[config.mk]
export PLATFORM = sky130hd
export DESIGN_NAME = box_filter_top
export DESIGN_NICKNAME = d
export VERILOG_FILES = /design/src/hdl/box_pkg.sv /design/src/hdl/window_former.sv /design/src/hdl/box_sum_lane.sv /design/src/hdl/contrast_combiner.sv /design/src/hdl/box_filter_top.sv
export SDC_FILE = /design/constraint.sdc
export NUM_CORES = 2
export LEC_CHECK = 0
export BUFFER_PORTS_ARGS = -buffer_cell sky130_fd_sc_hd__buf_2
export CAP_MARGIN = 30
export CORE_UTILIZATION = 25
export CTS_CLUSTER_SIZE = 28
export DETAILED_ROUTE_END_ITERATION = 10
export PLACE_DENSITY = 0.5
export RECOVER_POWER = 50
export SETUP_SLACK_MARGIN = 0.05
export SLEW_MARGIN = 20
export SYNTH_ARGS = -nofsm -noshare
export SYNTH_HDL_FRONTEND = slang
export SYNTH_SLANG_ARGS = --single-unit
[constraint.sdc]
create_clock -name clk -period 12.21 [get_ports clk]
set_clock_uncertainty 0.2 [all_clocks]
set_input_delay 1.221 -clock clk [delete_from_list [all_inputs] [get_ports clk]]
set_output_delay 1.221 -clock clk [all_outputs]
set_load 0.01 [all_outputs]
[src/hdl/box_pkg.sv]
`default_nettype none

package box_pkg;

    localparam int PIX_W  = 8;   // One colour channel
    localparam int NUM_CH = 3;
    localparam int WSUM_W = 12;  // 9 * 255 = 2295
    localparam int BOX_W  = 14;  // Room for up to 4 window sums

    // Field order puts r in the top bits of the word
    typedef struct packed {
        logic [PIX_W-1:0] r;
        logic [PIX_W-1:0] g;
        logic [PIX_W-1:0] b;
    } pixel_t;

    // Row-major 3x3 neighbourhood
    // Element 0 is row r-2, column c-2; element 8 is the newest pixel; element 4 is the centre
    typedef pixel_t [8:0] window_t;

    typedef struct packed {
        logic [BOX_W-1:0] box_sum;
        logic [PIX_W-1:0] center;
    } lane_out_t;

    typedef lane_out_t [NUM_CH-1:0] lane_out_arr_t;  // Index 0 is the r lane

endpackage

`default_nettype wire

[src/hdl/window_former.sv]
`default_nettype none

module window_former import box_pkg::*; #(
    parameter int COLS = 11,
    parameter int ROWS = 11
) (
    input  logic    clk,
    input  logic    rst,
    input  logic    i_valid,
    input  pixel_t  i_pixel,
    output logic    o_valid,
    output window_t o_window,
    output logic    o_row_start
);

    localparam int CW = $clog2(COLS + 1);
    localparam int RW = $clog2(ROWS + 1);

    logic [CW-1:0] col_q;
    logic [RW-1:0] row_q;
    pixel_t        line1 [COLS];  // Row r-1
    pixel_t        line2 [COLS];  // Row r-2
    pixel_t        top_px;
    pixel_t        mid_px;
    window_t       win_next;

    // Frame position wraps at the end of each row and frame
    always_ff @(posedge clk) begin
        if (rst) begin
            col_q <= '0;
            row_q <= '0;
        end else if (i_valid) begin
            if (col_q == CW'(COLS - 1)) begin
                col_q <= '0;
                row_q <= (row_q == RW'(ROWS - 1)) ? '0 : row_q + 1'b1;
            end else begin
                col_q <= col_q + 1'b1;
            end
        end
    end

    // Two line buffers written at the current column
    always_ff @(posedge clk) begin
        if (rst) begin
            for (int i = 0; i < COLS; i++) begin
                line1[i] <= '0;
                line2[i] <= '0;
            end
        end else if (i_valid) begin
            line1[col_q] <= i_pixel;
            line2[col_q] <= line1[col_q];  // Old row r-1 moves down
        end
    end

    // Rows above the frame read as zero
    assign top_px = (row_q >= RW'(2)) ? line2[col_q] : '0;
    assign mid_px = (row_q >= RW'(1)) ? line1[col_q] : '0;

    // Shift the window one column left and zero columns left of the frame
    always_comb begin
        win_next[2] = top_px;
        win_next[5] = mid_px;
        win_next[8] = i_pixel;
        win_next[1] = (col_q >= CW'(1)) ? o_window[2] : '0;
        win_next[4] = (col_q >= CW'(1)) ? o_window[5] : '0;
        win_next[7] = (col_q >= CW'(1)) ? o_window[8] : '0;
        win_next[0] = (col_q >= CW'(2)) ? o_window[1] : '0;
        win_next[3] = (col_q >= CW'(2)) ? o_window[4] : '0;
        win_next[6] = (col_q >= CW'(2)) ? o_window[7] : '0;
    end

    // The window register also holds the previous columns
    always_ff @(posedge clk) begin
        if (i_valid) begin
            o_window <= win_next;
        end
    end

    always_ff @(posedge clk) begin
        if (rst) begin
            o_valid     <= 1'b0;
            o_row_start <= 1'b0;
        end else begin
            o_valid     <= i_valid;
            o_row_start <= i_valid && (col_q == '0);
        end
    end

    a_col_in_range: assert property (
        @(posedge clk) disable iff (rst) col_q < CW'(COLS)
    );

endmodule

`default_nettype wire

[src/hdl/box_sum_lane.sv]
`default_nettype none

module box_sum_lane import box_pkg::*; #(
    parameter int RUN = 4
) (
    input  logic                  clk,
    input  logic                  rst,
    input  logic                  i_valid,
    input  logic                  i_row_start,
    input  logic [8:0][PIX_W-1:0] i_taps,
    output logic                  o_valid,
    output lane_out_t             o_result
);

    localparam int MAX_WSUM = 9 * ((1 << PIX_W) - 1);

    logic [2:0]                vld_q;   // Valid for stages 1 to 3
    logic [2:0]                rs_q;    // Row start for stages 1 to 3
    logic [3:0][PIX_W:0]       pair_q;
    logic [1:0][PIX_W+1:0]     quad_q;
    logic [WSUM_W-1:0]         wsum_q;
    logic [1:0][PIX_W-1:0]     tap8_q;
    logic [3:0][PIX_W-1:0]     ctr_q;   // Centre tap, one entry per stage
    logic [RUN-1:0][WSUM_W-1:0] hist_q;
    logic [BOX_W-1:0]          box_q;
    logic [BOX_W-1:0]          box_next;

    always_ff @(posedge clk) begin
        if (rst) begin
            vld_q   <= '0;
            rs_q    <= '0;
            o_valid <= 1'b0;
        end else begin
            vld_q   <= {vld_q[1:0], i_valid};
            rs_q    <= {rs_q[1:0], i_row_start};
            o_valid <= vld_q[2];
        end
    end

    // Adder tree advances every cycle
    always_ff @(posedge clk) begin
        pair_q[0] <= {1'b0, i_taps[0]} + {1'b0, i_taps[1]};
        pair_q[1] <= {1'b0, i_taps[2]} + {1'b0, i_taps[3]};
        pair_q[2] <= {1'b0, i_taps[4]} + {1'b0, i_taps[5]};
        pair_q[3] <= {1'b0, i_taps[6]} + {1'b0, i_taps[7]};
        tap8_q[0] <= i_taps[8];

        quad_q[0] <= {1'b0, pair_q[0]} + {1'b0, pair_q[1]};
        quad_q[1] <= {1'b0, pair_q[2]} + {1'b0, pair_q[3]};
        tap8_q[1] <= tap8_q[0];

        // Eight-sum plus the last tap of the newest row
        wsum_q <= WSUM_W'(quad_q[0]) + WSUM_W'(quad_q[1]) + WSUM_W'(tap8_q[1]);
    end

    // Centre pixel follows the window sum down the pipe
    always_ff @(posedge clk) begin
        ctr_q[0] <= i_taps[4];
        ctr_q[1] <= ctr_q[0];
        ctr_q[2] <= ctr_q[1];
        ctr_q[3] <= ctr_q[2];
    end

    // Oldest history entry drops out of the box
    assign box_next = box_q + BOX_W'(wsum_q) - BOX_W'(hist_q[RUN-1]);

    always_ff @(posedge clk) begin
        if (rst) begin
            box_q  <= '0;
            hist_q <= '0;
        end else if (vld_q[2]) begin
            for (int i = RUN - 1; i > 0; i--) begin
                hist_q[i] <= rs_q[2] ? '0 : hist_q[i-1];
            end
            hist_q[0] <= wsum_q;
            box_q     <= rs_q[2] ? BOX_W'(wsum_q) : box_next;  // Reload at column 0
        end
    end

    assign o_result = '{box_sum: box_q, center: ctr_q[3]};

    // Holds only if the history and the box sum stay in step
    a_box_bound: assert property (
        @(posedge clk) disable iff (rst) box_q <= BOX_W'(RUN * MAX_WSUM)
    );

endmodule

`default_nettype wire

[src/hdl/contrast_combiner.sv]
`default_nettype none

module contrast_combiner import box_pkg::*; #(
    parameter int RUN = 4
) (
    input  logic              clk,
    input  logic              rst,
    input  logic              i_valid,
    input  lane_out_arr_t     i_lanes,
    output logic              o_valid,
    output logic [NUM_CH-1:0] o_flags,
    output lane_out_arr_t     o_lanes
);

    localparam int AREA = 3 * (RUN + 2);  // Box area used as scale

    logic [NUM_CH-1:0][BOX_W-1:0] scaled;
    logic [NUM_CH-1:0]            flag_next;

    for (genvar k = 0; k < NUM_CH; k++) begin : g_cmp
        assign scaled[k]    = BOX_W'(i_lanes[k].center) * BOX_W'(AREA);
        assign flag_next[k] = scaled[k] > i_lanes[k].box_sum;  // Strictly brighter
    end

    always_ff @(posedge clk) begin
        if (rst) begin
            o_valid <= 1'b0;
        end else begin
            o_valid <= i_valid;
        end
    end

    always_ff @(posedge clk) begin
        o_flags <= flag_next;
        o_lanes <= i_lanes;
    end

    // Valid must settle once reset has cleared every stage upstream
    a_valid_known: assert property (
        @(posedge clk) disable iff (rst) !$isunknown(o_valid)
    );

endmodule

`default_nettype wire

[src/hdl/box_filter_top.sv]
`default_nettype none

module box_filter_top import box_pkg::*; #(
    parameter int COLS = 11,
    parameter int ROWS = 11,
    parameter int RUN  = 4
) (
    input  logic              clk,
    input  logic              rst,
    input  logic              i_valid,
    input  pixel_t            i_pixel,
    output logic              o_valid,
    output logic [NUM_CH-1:0] o_flags,
    output lane_out_arr_t     o_lanes
);

    logic              w_valid;
    window_t           w_window;
    logic              w_row_start;
    logic [NUM_CH-1:0] l_valid;
    lane_out_arr_t     l_result;

    window_former #(
        .COLS (COLS),
        .ROWS (ROWS)
    ) u_window (
        .clk         (clk),
        .rst         (rst),
        .i_valid     (i_valid),
        .i_pixel     (i_pixel),
        .o_valid     (w_valid),
        .o_window    (w_window),
        .o_row_start (w_row_start)
    );

    for (genvar k = 0; k < NUM_CH; k++) begin : g_lane
        logic [8:0][PIX_W-1:0] taps;

        // Channel k of every window position
        for (genvar j = 0; j < 9; j++) begin : g_tap
            assign taps[j] = (k == 0) ? w_window[j].r :
                             (k == 1) ? w_window[j].g : w_window[j].b;
        end

        box_sum_lane #(
            .RUN (RUN)
        ) u_lane (
            .clk         (clk),
            .rst         (rst),
            .i_valid     (w_valid),
            .i_row_start (w_row_start),
            .i_taps      (taps),
            .o_valid     (l_valid[k]),
            .o_result    (l_result[k])
        );
    end

    contrast_combiner #(
        .RUN (RUN)
    ) u_combiner (
        .clk     (clk),
        .rst     (rst),
        .i_valid (l_valid[0]),  // Lanes run in lockstep
        .i_lanes (l_result),
        .o_valid (o_valid),
        .o_flags (o_flags),
        .o_lanes (o_lanes)
    );

endmodule

`default_nettype wire

**After elaboration in Yosys (flattened, before gate mapping)**

Memories as Yosys holds them, arrays and structs flattened. A register that Yosys moved wholly into a read port is not among the register bits.
Index checks and enable logic that the tools add are counted.

- Logic and storage cells: 176
- Memories: 2
- Memory bits (writable): 528
- Register bits after elaboration: 825

- Reduce and logical (&&, ||, !) cells: 6
- Magnitude comparators: 7
- Multiplexer cells: 27
- Add/sub/neg operators: 32
- $mul: 3
- Eq/ne operators: 2

Memory list:

| name | depth | bits a word | read ports | clocked after memory_dff | wr ports | RTL line | RTL |
|---|---|---|---|---|---|---|---|
| u_window.line1 | 11 | 24 | 1 | 1 | 11 | window_former.sv:21 | `pixel_t line1 [COLS];` |
| u_window.line2 | 11 | 24 | 1 | 1 | 11 | window_former.sv:22 | `pixel_t line2 [COLS];` |

Operators with widths:

| cell | count |
|---|---|
| adder 8 x 8 -> 9 bit | 12 |
| two-way mux 12 bit | 9 |
| adder 9 x 9 -> 10 bit | 6 |
| two-way mux 24 bit | 2 |
| OR reduction 24 bit | 2 |
| adder 14 x 12 -> 14 bit | 3 |
| > comparator 13 x 14 -> 1 bit | 3 |
| two-way mux 14 bit | 3 |
| subtractor 14 x 12 -> 14 bit | 3 |
| adder 12 x 8 -> 12 bit | 3 |
| multiplier 8 x 4 -> 12 bit (second input constant) | 3 |
| adder 10 x 10 -> 11 bit | 3 |
| two-way mux 4 bit | 6 |
| adder 4 x 1 -> 4 bit (second input constant) | 2 |
| equality test 4 bit (second input constant) | 2 |
| >= comparator 4 x 1 -> 1 bit (second input constant) | 2 |
| >= comparator 4 x 2 -> 1 bit (second input constant) | 2 |
| two-way mux 1 bit | 7 |
| zero test 4 bit | 1 |
| AND reduction 2 bit | 1 |
| logical AND 1 bit | 1 |
| zero test 1 bit | 1 |

**Longest topological paths before layout**

- Depth after elaboration: 5
- Mapped depth: 15
- Depth with buffers taken out: 15

**Hierarchy**

Synthesis repeated with hierarchy kept, for this count alone.

- Cells, all modules: 5301
- Area total of the unflattened synthesis: 69850.7 µm²

Modules (own cells, without submodules):

| module | area each (µm²) | seq. area each (µm²) | times used | cells an instance |
|---|---|---|---|---|
| window_former | 41224.5 | 29348.1 | 1 | 2490 |
| box_sum_lane at g_lane[1].u_lane | 8513.2 | 3703.6 | 1 | 841 |
| box_sum_lane at g_lane[0].u_lane | 8501.9 | 3703.6 | 1 | 841 |
| box_sum_lane at g_lane[2].u_lane | 8444.3 | 3703.6 | 1 | 839 |
| contrast_combiner | 3166.8 | 1401.3 | 1 | 290 |

**Worst setup path before layout**

OpenSTA, ideal clock, no wires.

- Path type: in2reg
- Start: in rst
- End: mem u_window.line1[13][0] (netlist bit) (enable)
- Stages on the path: 4
- Arrival time: 5.344 ns
- Path buffers: 3
- Setup slack: 6.143 ns
- Required time: 11.487 ns
- Cell sequence: clkbuf_1 -> clkbuf_1 -> clkbuf_1 -> nor3b_1

RTL lines:

| what | RTL line | RTL |
|---|---|---|
| start: declaration | box_filter_top.sv:9 | `input logic rst,` |
| end: declaration | window_former.sv:21 |  |

==> impl_metrics.ini <==
[run_status]
status = finished with violations
violations = max-capacitance violations, max-slew violations

[floorplan]
coreArea_um2 = 268900
die_h_um = 522.8
start_util_pct = 25.22
die_w_um = 522.8
row_count = 190
io_pins = 97
die_area_um2 = 273300

[power_and_ir_drop]
powerDensity_nw_per_um2 = 195.0
p_total_uw = 15200
vdd.ir_drop.worst_uv = 154.4
p_leak_uw = 0.02860

[worst_setup_path]
r2r.worst_path.cells = 4
startpoint = rst
arrival_ns = 8.20
timing.rr.start = u_window.col_q[1]
crit_top_cell = clkbuf_1
slowest_stage = clkbuf_1
rrSetupSlack_ns = 4.67
startpoint_type = input pin
r2r_end = u_window.line1[6][22]
max_stage_delay_ns = 2.05
end_kind = flop
worst-setup-path-type = input pin to flop
worstPathRequired_ns = 12.51
crit_fanout = 42
path_cells = clkbuf_1 > clkbuf_1 > nand2b_1 > clkbuf_1 > clkinv_1 > nand3_2 > buf_4 > nand2b_2 > buf_4

[detailed_routing]
vias = 40142
wl_per_cell_um = 18.37
wl_met1_um = 77510
route.met2.wl_um = 74680
viasPerCell = 4.434
drt-initial-drc-count = 3184
drt_wl_total_um = 166300
wl_met3_um = 10490
ant_nets = 0
dr.pass1.iters = 8
top_layer = met5
drc = 0

[timing]
timing.hold.ws_ns = 0.1166
relSlewSlack_pct = -165.3
setup_viol = 0
final.setup.tns_ns = 0
fmax_mhz = 126.5
hold_violations = 0
layout_worst_path_cycle_share_pct = 64.77
min_period_ns = 7.908
slew_violations = 936
grt_setup_unrepaired = no
worst_pin_slew_ns = 3.980

[global_route]
grt_usage_pct = 12.00
grt_pass1_wl_um = 249200
grt_pass1_vias = 40191
antenna_found_initial = 22
grt_max_degree = 99
grt_overflow = 0

[logic_synthesis]
avgSynthCellArea_um2 = 12.87
synth_edf_count = 936
ys_seq_elements = 1609
yosysTopAreaCellShare_pct = 41.46
synth_ff_type = edfxtp_1
syn_area_um2 = 67800
ys_top_cells_by_area = edfxtp_1 (41%), dfxtp_1 (20%), ha_1 (5.8%)
synth_nets = 5669
synth.distinct_cells = 70
synth_area_leader_cell = edfxtp_1
synthArstFlopShare_pct = 0
ys_seq_area_share_pct = 61.33
yosysWarnings = 0
syn_inst = 5267

[clock_network]
cts_buffer_depth = 3
ctsRootBufferMaster = clkbuf_16
cts_buffers = 178
cts_tree = built
cts_setup_buffers = 0
insertion_delay_ns = 0.81
cts_max_level = 4
cts_resized = 0
cts_num_sinks = 1609
clkTransAtPathRegs_ns = 0.06
hold_buffers = 0

[worst_hold_path]
hold_start = g_lane[1].u_lane.ctr_q[19]
holdPathEnd = g_lane[1].u_lane.o_result[3]
hold_path_depth = 0
hp-class = flop to flop

[finish]
final_cell_mix = edfxtp_1 (936), dfxtp_1 (665), nor2_1 (572)
final_core_util_pct = 28.98
drive_gt1_share_pct = 10.67
layout.nets = 5749
final_cells = 9054
final_common_cell = edfxtp_1
syn2layout_area_growth_pct = 14.92
fill_cells = 27309

[flow_run]
maxCapViolations = 22

[place]
portBuffers = 96
place_congestion = 0.7795
dp.cells = 8715
dp_hpwl_um = 106700
-- worst max path at each step --
| stage | to | slack [ns] | cells after the start |
|---|---|---|---|
| final | u_window.line1[5][19] | 4.30 | 9 |
| after detailed placement | u_window.line2[0][16] | 7.06 | 9 |
| after floorplan | u_window.line1[13][0] | 6.14 | 4 |
| after global placement | u_window.line1[6][19] | 7.02 | 7 |
| after global routing | u_window.line2[12][23] | 3.97 | 6 |
| after CTS | u_window.line1[3][14] | 7.45 | 7 |
-- critical path, delay by kind of cell --
family / cells / cell delay (ns)
buf+inv: 6 / 5.88
simple gates: 3 / 0.99
-- cell families (layout without fill, tap and decap cells) --
logic type	after synthesis	in the layout	share of synthesized area [%]
fa+ha+maj	375	375	7.618
mux	288	288	7.492
xor+xnor	189	189	2.441
flops	1609	1609	61.33
buf+inv	536	768	3.242
compound gates	746	746	6.961
other cells	0	3	0
simple gates	1524	1524	10.92
-- registers in the layout, summed over array words and instances (netlist names), 36 cells and up, named ones only --
name / count
g_lane.u_lane.box_q: 42
g_lane.u_lane.ctr_q: 72
g_lane.u_lane.hist_q: 144
g_lane.u_lane.pair_q: 108
g_lane.u_lane.quad_q: 60
g_lane.u_lane.tap8_q: 48
g_lane.u_lane.wsum_q: 36
u_combiner.o_lanes: 66
u_window.line1: 384
u_window.line2: 384
u_window.o_window: 216
-- synth_stat cells, drive strengths merged (73+ instances only) --
| library cell | number |
|---|---|
| nand2 | 198 |
| clkbuf | 173 |
| a21oi | 299 |
| nand3 | 137 |
| xnor2 | 116 |
| xor2 | 73 |
| edfxtp | 936 |
| and2 | 118 |
| and3 | 81 |
| o21ai | 156 |
| ha | 312 |
| nor2b | 137 |
| mux4 | 168 |
| buf | 92 |
| nand2b | 168 |
| nor2 | 577 |
| dfxtp | 673 |
| inv | 270 |
-- report_power, final --
group / switching, uW / internal, uW / total [uW]
sequential: 219 / 6140 / 6360
clock: 2200 / 3180 / 5380
combinational: 1890 / 1560 / 3460
total: 4310 / 10900 / 15200
-- area by class of cell --
type                       instances  area (um2)  area share [%]
antenna                            3       7.507        0.009635
clock buffer                     264        5134           6.589
clock inverter                    68       743.2          0.9538
inverter                         271        1020           1.309
multi-input combinational       3122       24110           30.94
sequential                      1609       41600           53.39
tap                             3552        4444           5.704
timing repair buffer             165       863.3           1.108
-- layer usage --
layer	vias to the layer above	track usage (%)
met5	-	0
met4	8	3.561
met3	239	2.557
met2	1052	18.90
met1	19867	16.46
li1	18976	-
-- stage by stage --
step / worst slack (ns) / instance area (um2)
after detailed placement: 7.064 / 72280
after global routing: 3.966 / 77910
final: 4.302 / 77920
after floorplan: 6.143 / 67800
after CTS: 7.450 / 78160
after global placement: 7.019 / 72190
(Power assumes the default switching activity.)
